--- config.mk ---
export PLATFORM = sky130hd
export DESIGN_NAME = state_recorder
export DESIGN_NICKNAME = d
export VERILOG_FILES = /design/src/hw/nes_snoop_pkg.sv /design/src/hw/bus_decode.sv /design/src/hw/shadow_ram.sv /design/src/hw/snapshot_streamer.sv /design/src/hw/state_recorder.sv
export SDC_FILE = /design/constraint.sdc
export NUM_CORES = 2
export LEC_CHECK = 0
export BUFFER_PORTS_ARGS = -buffer_cell sky130_fd_sc_hd__clkbuf_2
export CORE_MARGIN = 2
export CORE_UTILIZATION = 50
export DETAILED_ROUTE_END_ITERATION = 8
export PLACE_DENSITY = 0.65
export SLEW_MARGIN = 20
export SYNTH_ARGS = -nofsm -noshare
export SYNTH_HDL_FRONTEND = slang
export SYNTH_HIERARCHICAL = 1
export SYNTH_SLANG_ARGS = --single-unit
--- constraint.sdc ---
create_clock -name m2 -period 7.4 [get_ports m2]
set_clock_uncertainty 0.2 [all_clocks]
set_input_delay 2.22 -clock m2 [delete_from_list [all_inputs] [get_ports m2]]
set_output_delay 2.22 -clock m2 [all_outputs]
set_load 0.05 [all_outputs]
--- src/hw/nes_snoop_pkg.sv ---
`default_nettype none

package nes_snoop_pkg;

    // Shadow memory geometry
    localparam int unsigned shadow_addr_width = 9;
    localparam int unsigned shadow_depth = 1 << shadow_addr_width;

    typedef logic [shadow_addr_width-1:0] shadow_addr_t;

    // Sprite attribute memory occupies the low 256 bytes
    localparam shadow_addr_t oam_base = 9'h000;

    // Picture unit register slots
    localparam shadow_addr_t ppu_ctrl_slot = 9'h100;
    localparam shadow_addr_t ppu_scroll_first_slot = 9'h101;
    localparam shadow_addr_t ppu_scroll_second_slot = 9'h102;
    localparam shadow_addr_t ppu_mask_slot = 9'h103;

    // Audio and I/O registers $4000 upward
    localparam shadow_addr_t apu_base_slot = 9'h104;

    // Sprite memory through the last audio slot
    localparam int unsigned snapshot_len = 284;

    // CPU bus windows
    localparam logic [15:0] ppu_range_base = 16'h2000;
    localparam logic [15:0] apu_range_base = 16'h4000;
    localparam int unsigned apu_reg_count = 24;

    // Register offsets in the $2000-$2007 window
    localparam logic [2:0] reg_ppu_ctrl = 3'd0;
    localparam logic [2:0] reg_ppu_mask = 3'd1;
    localparam logic [2:0] reg_ppu_status = 3'd2;
    localparam logic [2:0] reg_oam_addr = 3'd3;
    localparam logic [2:0] reg_oam_data = 3'd4;
    localparam logic [2:0] reg_ppu_scroll = 3'd5;
    localparam logic [2:0] reg_ppu_addr = 3'd6;

endpackage

`default_nettype wire

--- src/hw/bus_decode.sv ---
`timescale 1ns/10ps
`default_nettype none

module bus_decode (
    input  logic                        m2,
    input  logic                        reset,

    // Snooped CPU bus
    input  logic [15:0]                 cpu_addr,
    input  logic [7:0]                  cpu_data,
    input  logic                        cpu_rw,

    // Shadow memory write port
    output logic                        wr_en,
    output nes_snoop_pkg::shadow_addr_t wr_addr,
    output logic [7:0]                  wr_data
);

    logic [7:0] oam_ptr;
    logic       write_toggle;

    logic       is_ppu_range;
    logic       is_apu_range;
    logic [2:0] ppu_reg;
    logic [4:0] apu_reg;

    assign ppu_reg = cpu_addr[2:0];
    assign apu_reg = cpu_addr[4:0];

    // $2000-$2007, mirrors above $2007 are not decoded
    assign is_ppu_range = (cpu_addr[15:3] == nes_snoop_pkg::ppu_range_base[15:3]);

    // $4000-$4017 only, $4018 and up are test registers
    assign is_apu_range = (cpu_addr[15:5] == nes_snoop_pkg::apu_range_base[15:5]) &&
                          (apu_reg < 5'(nes_snoop_pkg::apu_reg_count));

    // Data always comes straight off the bus
    assign wr_data = cpu_data;

    always_comb begin
        wr_en   = 1'b0;
        wr_addr = nes_snoop_pkg::oam_base;

        if (!reset && !cpu_rw) begin
            if (is_ppu_range) begin
                case (ppu_reg)
                    nes_snoop_pkg::reg_ppu_ctrl: begin
                        wr_en   = 1'b1;
                        wr_addr = nes_snoop_pkg::ppu_ctrl_slot;
                    end
                    nes_snoop_pkg::reg_ppu_mask: begin
                        wr_en   = 1'b1;
                        wr_addr = nes_snoop_pkg::ppu_mask_slot;
                    end
                    nes_snoop_pkg::reg_oam_data: begin
                        wr_en   = 1'b1;
                        wr_addr = nes_snoop_pkg::oam_base +
                                  nes_snoop_pkg::shadow_addr_t'(oam_ptr);
                    end
                    nes_snoop_pkg::reg_ppu_scroll: begin
                        // Toggle picks X or Y half
                        wr_en   = 1'b1;
                        wr_addr = write_toggle ? nes_snoop_pkg::ppu_scroll_second_slot
                                               : nes_snoop_pkg::ppu_scroll_first_slot;
                    end
                    default: begin
                        wr_en = 1'b0;
                    end
                endcase
            end else if (is_apu_range) begin
                wr_en   = 1'b1;
                wr_addr = nes_snoop_pkg::apu_base_slot +
                          nes_snoop_pkg::shadow_addr_t'(apu_reg);
            end
        end
    end

    // Sprite pointer and the shared $2005/$2006 latch
    always_ff @(posedge m2) begin
        if (reset) begin
            oam_ptr      <= '0;
            write_toggle <= 1'b0;
        end else if (is_ppu_range) begin
            if (cpu_rw) begin
                // Status read clears the latch
                if (ppu_reg == nes_snoop_pkg::reg_ppu_status) begin
                    write_toggle <= 1'b0;
                end
            end else begin
                case (ppu_reg)
                    nes_snoop_pkg::reg_oam_addr: begin
                        oam_ptr <= cpu_data;
                    end
                    nes_snoop_pkg::reg_oam_data: begin
                        // Wraps past 255
                        oam_ptr <= oam_ptr + 8'd1;
                    end
                    nes_snoop_pkg::reg_ppu_scroll,
                    nes_snoop_pkg::reg_ppu_addr: begin
                        write_toggle <= !write_toggle;
                    end
                    default: begin
                        oam_ptr <= oam_ptr;
                    end
                endcase
            end
        end
    end

endmodule

`default_nettype wire

--- src/hw/shadow_ram.sv ---
`timescale 1ns/10ps
`default_nettype none

module shadow_ram (
    input  logic                        m2,

    // Write side, fed by the bus decoder
    input  logic                        wr_en,
    input  nes_snoop_pkg::shadow_addr_t wr_addr,
    input  logic [7:0]                  wr_data,

    // Read side, owned by the snapshot streamer
    input  logic                        rd_en,
    input  nes_snoop_pkg::shadow_addr_t rd_addr,
    output logic [7:0]                  rd_data
);

    // Plain array so synthesis maps it to block RAM
    logic [7:0] mem [nes_snoop_pkg::shadow_depth];

    always_ff @(posedge m2) begin
        if (wr_en) begin
            mem[wr_addr] <= wr_data;
        end
    end

    // Registered read, holds its value while rd_en is low
    always_ff @(posedge m2) begin
        if (rd_en) begin
            rd_data <= mem[rd_addr];
        end
    end

endmodule

`default_nettype wire

--- src/hw/snapshot_streamer.sv ---
`timescale 1ns/10ps
`default_nettype none

module snapshot_streamer #(
    parameter int unsigned dump_credits = 4
) (
    input  logic                        m2,
    input  logic                        reset,

    // Control
    input  logic                        dump_start,
    output logic                        dump_busy,

    // Shadow memory read port
    output logic                        rd_en,
    output nes_snoop_pkg::shadow_addr_t rd_addr,
    input  logic [7:0]                  rd_data,

    // Credit based byte link
    output logic                        dump_valid,
    output logic [7:0]                  dump_data,
    input  logic                        credit_return
);

    localparam int unsigned credit_width = $clog2(dump_credits + 1);

    localparam nes_snoop_pkg::shadow_addr_t last_addr =
        nes_snoop_pkg::shadow_addr_t'(nes_snoop_pkg::snapshot_len);

    nes_snoop_pkg::shadow_addr_t addr_cnt;
    logic [credit_width-1:0]     credit_cnt;
    logic                        reads_left;
    logic                        dump_done;

    assign reads_left = (addr_cnt < last_addr);

    // Issue a read only when the receiver has room for its byte
    assign rd_en   = dump_busy && reads_left && (credit_cnt != '0);
    assign rd_addr = addr_cnt;

    // Last read already issued and its byte is on the link now
    assign dump_done = dump_valid && !reads_left;

    // RAM output is one cycle behind the read, same as the valid flag
    assign dump_data = rd_data;

    always_ff @(posedge m2) begin
        if (reset) begin
            dump_busy <= 1'b0;
        end else if (!dump_busy) begin
            // Start requests while busy are dropped
            dump_busy <= dump_start;
        end else if (dump_done) begin
            dump_busy <= 1'b0;
        end
    end

    always_ff @(posedge m2) begin
        if (reset) begin
            addr_cnt <= '0;
        end else if (!dump_busy && dump_start) begin
            addr_cnt <= '0;
        end else if (rd_en) begin
            addr_cnt <= addr_cnt + 1'b1;
        end
    end

    // Spend on issue, refund on return, both at once cancel out
    always_ff @(posedge m2) begin
        if (reset) begin
            credit_cnt <= credit_width'(dump_credits);
        end else begin
            case ({rd_en, credit_return})
                2'b10: begin
                    credit_cnt <= credit_cnt - 1'b1;
                end
                2'b01: begin
                    credit_cnt <= credit_cnt + 1'b1;
                end
                default: begin
                    credit_cnt <= credit_cnt;
                end
            endcase
        end
    end

    // One stage valid pipe matching the RAM read latency
    always_ff @(posedge m2) begin
        if (reset) begin
            dump_valid <= 1'b0;
        end else begin
            dump_valid <= rd_en;
        end
    end

endmodule

`default_nettype wire

--- src/hw/state_recorder.sv ---
`timescale 1ns/10ps
`default_nettype none

module state_recorder #(
    parameter int unsigned dump_credits = 4
) (
    input  logic        m2,
    input  logic        reset,

    // Snooped CPU bus
    input  logic [15:0] cpu_addr,
    input  logic [7:0]  cpu_data,
    input  logic        cpu_rw,

    // Snapshot control and byte link
    input  logic        dump_start,
    output logic        dump_busy,
    output logic        dump_valid,
    output logic [7:0]  dump_data,
    input  logic        credit_return
);

    logic                        wr_en;
    nes_snoop_pkg::shadow_addr_t wr_addr;
    logic [7:0]                  wr_data;

    logic                        rd_en;
    nes_snoop_pkg::shadow_addr_t rd_addr;
    logic [7:0]                  rd_data;

    // Decode stage
    bus_decode bus_decode_inst (
        .m2       (m2),
        .reset    (reset),
        .cpu_addr (cpu_addr),
        .cpu_data (cpu_data),
        .cpu_rw   (cpu_rw),
        .wr_en    (wr_en),
        .wr_addr  (wr_addr),
        .wr_data  (wr_data)
    );

    // Shadow copy of the write-only state
    shadow_ram shadow_ram_inst (
        .m2      (m2),
        .wr_en   (wr_en),
        .wr_addr (wr_addr),
        .wr_data (wr_data),
        .rd_en   (rd_en),
        .rd_addr (rd_addr),
        .rd_data (rd_data)
    );

    // Dump out over the credit link
    snapshot_streamer #(
        .dump_credits (dump_credits)
    ) snapshot_streamer_inst (
        .m2            (m2),
        .reset         (reset),
        .dump_start    (dump_start),
        .dump_busy     (dump_busy),
        .rd_en         (rd_en),
        .rd_addr       (rd_addr),
        .rd_data       (rd_data),
        .dump_valid    (dump_valid),
        .dump_data     (dump_data),
        .credit_return (credit_return)
    );

endmodule

`default_nettype wire

# [Word-level counts from Yosys, hierarchy flattened]
# Memory sizes are Yosys's and may differ from the RTL's. A register that Yosys moved wholly into a read port is not among the register bits.
# Cells that the tools add are included.
[totals] reg_bits=23 ramBits=4096 in_bits=29 out_inout_bits=10 word_cells=65 memories=1
[op_classes] n_addsub=5 magnitude_cmp=2 n_eq_ne=11 mux=18 n_bitwise=1 n_reduce_logical=21
[mem_list] name="shadow_ram_inst.mem" words=512 width=8 rd=1 rd_ports_with_merged_regs=1 wr=1 line="shadow_ram.sv:19" rtl="logic [7:0] mem [nes_snoop_pkg::shadow_depth];"
[ops] operator="one-hot mux 9 bit (4 select lines)" count=1
[ops] operator="two-way mux 9 bit" count=3
[ops] operator="one-hot mux 8 bit (2 select lines)" count=1
[ops] operator="== test 13 x 11 -> 1 bit, second input constant" count=1
[ops] operator="== test 11 x 10 -> 1 bit, second input constant" count=1
[ops] operator="two-way mux 1 bit" count=11
[ops] operator="adder 9 x 1 -> 9 bit, second input constant" count=1
[ops] operator="adder 9 x 5 -> 9 bit, first input constant" count=1
[ops] operator="== test 3 bit, second input constant" count=3
[ops] operator="< comparator 9 bit, second input constant" count=1
[ops] operator="adder 8 x 1 -> 8 bit, second input constant" count=1
[ops] operator="== test 3 x 2 -> 1 bit, second input constant" count=2
[ops] operator="logical AND 1 bit" count=6
[ops] operator="one-hot mux 3 bit (2 select lines)" count=1
[ops] operator="AND reduction 3 bit" count=2
[ops] operator="nonzero test 2 bit" count=3
[ops] operator="zero test 1 bit" count=5
[ops] operator="< comparator 5 bit, second input constant" count=1
[ops] operator="OR reduction 2 bit" count=2
[ops] operator="OR reduction 4 bit" count=1
[ops] operator="adder 3 x 1 -> 3 bit, second input constant" count=1
[ops] operator="== test 3 x 1 -> 1 bit, second input constant" count=1
[ops] operator="zero test 3 bit" count=1
[ops] operator="nonzero test 3 bit" count=1
[ops] operator="other kinds (6)" count=6

# [Longest topological paths before layout]
[logic_depth] word_depth=7 depth_mapped=12 ltp_nobuf=9

# [Modules after synthesis]
# Netlist, hierarchy kept.
[by_module_without_submodules] module="shadow_ram" instances=1 cells_each=8030 area_per_inst_um2=160007.2 seq_area_each_um2=123238.2
[by_module_without_submodules] module="bus_decode" instances=1 cells_each=139 area_per_inst_um2=974.7 seq_area_each_um2=180.2
[by_module_without_submodules] module="snapshot_streamer" instances=1 cells_each=82 area_per_inst_um2=749.5 seq_area_each_um2=280.3

# [Worst setup path after synthesis]
# No wires, ideal clock.
[synth_path] path_kind="input port to flip-flop" from="input port cpu_addr[2]" to="memory shadow_ram_inst.mem[336][0] (enable)" setup_ns=0.370 t_arrival_ns=4.685 required_time_ns=6.830 path_slack_ns=2.145 stages=9 path_buffers=3 path_cell_list="clkbuf_1 nor3b_1 a21oi_1 a211oi_1 nor2b_1 clkbuf_1 nand2_1 clkbuf_1 nor2_1"
[synth_via] word_cells_on_any_way=18 classes_between="add/sub (1); order compare (1); eq/ne (3); mux (10); reduce/logical (3)"
[synth_rtl] element="start, declared" line="state_recorder.sv:11" rtl="input logic [15:0] cpu_addr,"
[synth_rtl] element="parallel branches: the longest is 3 deep, another holds adder 9 x 5 -> 9 bit"
[synth_rtl] element="two-way mux 9 bit (*)" line="bus_decode.sv:45" rtl="if (is_ppu_range) begin"
[synth_rtl] element="two-way mux 9 bit (*)" line="bus_decode.sv:44" rtl="if (!reset && !cpu_rw) begin"
[synth_rtl] element="via wr_addr[4]" line="state_recorder.sv:24" rtl="nes_snoop_pkg::shadow_addr_t wr_addr;"
[synth_rtl] element="end, declared" line="shadow_ram.sv:19"
# Mark *: on every way through the listed nets, which the timed path passes.

# [Final worst setup path]
[layout_path] from="input port cpu_addr[7]" to="memory shadow_ram_inst.mem[471][3] (enable)"
[layout_via] word_cells_on_any_way=11 classes_between="eq/ne (2); mux (8); reduce/logical (1)"
[layout_rtl] element="== test 11 x 10 -> 1 bit" line="bus_decode.sv:34" rtl="assign is_apu_range = (cpu_addr[15:5] == nes_snoop_pkg::apu_range_base[15:5]) &&"
[layout_rtl] element="logical AND 1 bit" line="bus_decode.sv:34"
[layout_rtl] element="two-way mux 9 bit" line="bus_decode.sv:70" rtl="end else if (is_apu_range) begin"
[layout_rtl] element="two-way mux 9 bit (*)" line="bus_decode.sv:45"
[layout_rtl] element="two-way mux 9 bit (*)" line="bus_decode.sv:44"
[layout_rtl] element="via wr_addr[4]" line="state_recorder.sv:24"
# Mark *: on every way through the listed nets, which the timed path passes. The rest lies on a longest branch.

==> impl_metrics.py <==
metrics = {
    "global_route": {
        "grt_pass1_wl_mm": 597.8,
        "grt_use_total_pct": 24.91,
        "antenna_found_initial": 15,
        "grt_pass1_vias": 82130,
        "grt_overflow": 0,
        "grt_max_degree": 186,
    },
    "job": {
        "maxCapViolations": 0,
    },
    "detailed_routing": {
        "vias": 84140,
        "met2_length_mm": 194.8,
        "wl_met3_mm": 41.69,
        "drc": 0,
        "dr.pass1.iters": 8,
        "wl_per_cell_um": 31.94,
        "highest_layer": "met5",
        "drtIter0Drc": 12050,
        "routed_wl_mm": 416.5,
        "drtAntennaViolNets": 0,
        "drt-met1-wl_mm": 166.5,
        "viasPerCell": 6.451,
    },
    "clock_tree": {
        "cts_root_buffer": "clkbuf_16",
        "cts.path.max_buffers": 4,
        "clk_pin_slew_ns": 0.06,
        "clkSinkCount": 4127,
        "cts_buffers": 407,
        "clk_latency_ns": 0.96,
        "postCtsSetupBuffers": 0,
        "cts_resized": 0,
        "h-tree-depth": 5,
        "postCtsHoldBufs": 0,
        "tritoncts": "built",
    },
    "synth": {
        "synthesis.area_sq_um": 161700,
        "yosysTopAreaCell": "edfxtp_1",
        "synth_cell_types": 73,
        "muxShareOfSynthArea_pct": 14.06,
        "synthCells": 8251,
        "synth_fa_ha_area_share_pct": 0.04332,
        "synth_top_area_share_pct": 76.20,
        "ys_top_cells_by_area": "edfxtp_1 (76%), mux4_2 (9.1%), mux2i_1 (4.9%)",
        "synth.avg_cell_area_sq_um": 19.60,
        "synth_edf_count": 4104,
        "synth_ff_type": "edfxtp_1",
        "synth_xor_area_share_pct": 0.03791,
        "yosys.area_share.simple_pct": 2.932,
        "synth_top_family_by_area": "multiplexers",
        "syn-num-nets": 8285,
        "async_flop_share_pct": 0,
        "synth_compound_area_share_pct": 4.501,
        "yosys_warnings": 6,
        "ys_seq_area_share_pct": 76.48,
        "synth_seq_cells": 4127,
    },
    "power_and_ir_drop": {
        "irDropWorstVdd_mv": 0.1901,
        "p_per_area_nw_per_um2": 269.1,
        "p_leak_nw": 53.42,
        "finalPower_mw": 48.61,
    },
    "sta": {
        "worst-slew-pin-transition_ns": 1.363,
        "slew_violations": 0,
        "period_share_pct": 87.68,
        "finalHoldViolations": 0,
        "rsz0062_at_grt": "false",
        "fmax_mhz": 154.1,
        "holdWs_ns": 0.2710,
        "setup_viol": 0,
        "setup-tns-final_ns": 0,
        "slew_headroom_pct": 9.130,
        "fin_crit_ns": 6.489,
    },
    "worst_hold_path": {
        "worstHoldStart": "snapshot_streamer_inst/dump_valid$_SDFF_PP0_",
        "min_to": "snapshot_streamer_inst/dump_busy$_SDFF_PP0_",
        "hold_path.class": "reg -> reg",
        "min_path_cells": 1,
    },
    "placement": {
        "io_buffers": 38,
        "dp_hpwl_mm": 247.4,
        "gp_congestion": 0.9147,
        "place_inst": 12290,
    },
    "floorplan": {
        "die_y_um": 572.7,
        "die_w_um": 572.7,
        "rows": 208,
        "core_area_sq_um": 321400,
        "start_util_pct": 50.32,
        "dieArea_sq_um": 328000,
        "io_pins": 39,
    },
    "outcome": {
        "status": "complete, no violations",
    },
    "critical_path": {
        "r2r_cells": 8,
        "crit_path_end_kind": "flop",
        "crit_arrival_ns": 6.84,
        "r2r_start": "snapshot_streamer_inst/rd_addr[1]$_SDFFE_PP0P_",
        "r2r_slack_ns": 2.08,
        "r2r_end": "shadow_ram_inst/rd_data[0]$_DFFE_PP_",
        "path_max_fanout": 16,
        "worstSetupPathType": "in -> reg",
        "startpoint_type": "primary input",
        "cp.required_ns": 7.75,
    },
    "finish": {
        "fin_cells": 13040,
        "area_growth_pct": 11.69,
        "drive_gt1_share_pct": 18.36,
        "nFillCells": 23590,
        "final_common_cell": "edfxtp_1",
        "nNetsFinal": 8430,
        "multi_input_area_sq_um": 35120,
        "seq_area_sq_um": 123700,
        "final_cell_mix": "edfxtp_1 (4,104), mux2i_1 (799), mux4_2 (654), nor2_1 (616), clkbuf_16 (412)",
    },
}
==> sequential cells by signal (all words and copies together) (netlist names) <==
signal                             flops
bus_decode_inst/write_toggle           1
snapshot_streamer_inst/dump_valid      1
snapshot_streamer_inst/dump_busy       1
shadow_ram_inst/mem                 4096
snapshot_streamer_inst/credit_cnt      3
bus_decode_inst/oam_ptr                8
shadow_ram_inst/rd_data                8
snapshot_streamer_inst/rd_addr         9
==> area by class of cell <==
cell class	instances	area share [%]
Inverter	7	0.01870
Tap cell	4305	2.982
Antenna cell	5	0.006927
Clock buffer	474	5.853
Multi-Input combinational cell	3578	19.44
Clock inverter	271	1.676
Timing Repair Buffer	275	1.534
Sequential cell	4127	68.49
==> worst max path at each step <==
stage          cells past startpoint                                    end   startpoint  slack [ns]
2_1_floorplan                      9  shadow_ram_inst/mem[336][0]$_DFFE_PP_  cpu_addr[2]        2.15
3_3_place_gp                       7  shadow_ram_inst/mem[469][4]$_DFFE_PP_  cpu_addr[7]        0.15
3_5_place_dp                       7  shadow_ram_inst/mem[471][2]$_DFFE_PP_  cpu_addr[7]         0.1
4_1_cts                            7  shadow_ram_inst/mem[471][3]$_DFFE_PP_  cpu_addr[7]        1.09
5_1_grt                            7  shadow_ram_inst/mem[471][3]$_DFFE_PP_  cpu_addr[7]        0.70
6_report                           7  shadow_ram_inst/mem[471][3]$_DFFE_PP_  cpu_addr[7]        0.91
==> kinds of logic (layout without fill, tap and decap cells) <==
group / count (synthesis) / in the layout
AO/OA/AOI/OAI: 1037 / 1037
XOR/XNOR: 7 / 7
adder cells (fa/ha/maj): 5 / 5
buffers and inverters: 546 / 1027
flip-flops: 4127 / 4127
multiplexers: 1454 / 1454
other: 0 / 5
AND/OR/NAND/NOR: 1075 / 1075
==> through the flow <==
| stage | instance area (sq um) | setup slack, ns | utilization [%] |
|---|---|---|---|
| 2_1_floorplan | 161700 | 2.145 | - |
| 6_report | 180600 | 0.9115 | 56.20 |
| 3_3_place_gp | 166900 | 0.1501 | 51.94 |
| 4_1_cts | 180600 | 1.093 | 56.18 |
| 5_1_grt | 180600 | 0.6961 | 56.20 |
| 3_5_place_dp | 167000 | 0.09759 | 51.95 |
==> Yosys cell counts (38+ instances only) <==
master / instances
edfxtp_1: 4104
mux2i_1: 799
mux4_2: 654
nor2_1: 617
o221ai_1: 371
clkbuf_1: 272
a21oi_1: 216
o22ai_1: 164
o21ai_0: 126
nand2_1: 125
nor3_1: 115
buf_4: 87
buf_6: 65
a22oi_1: 62
buf_2: 58
nand3_1: 44
buf_1: 41
nor4_1: 40
nand4_1: 38
==> where the power goes <==
group          switching, mW  leakage [nW]  internal, mW
logic                   1.23          9.80         0.733
registers             0.0251          37.1          25.7
clock network           8.84          6.56          12.1
==> critical path, cell delays in order <==
cell      delay (ns)
clkbuf_2        0.08
nor4_1          0.49
nand4_1         0.53
a211oi_1        0.86
nor2b_2         0.95
nand2_1         0.86
nor2_1          0.82
==> layer usage <==
layer	up-vias	GRT usage [%]
li1	34570	-
met1	43890	36.07
met2	4941	38.82
met3	725	4.593
met4	12	7.457
met5	-	0
No activity file was read; power rests on OpenSTA's default activity.
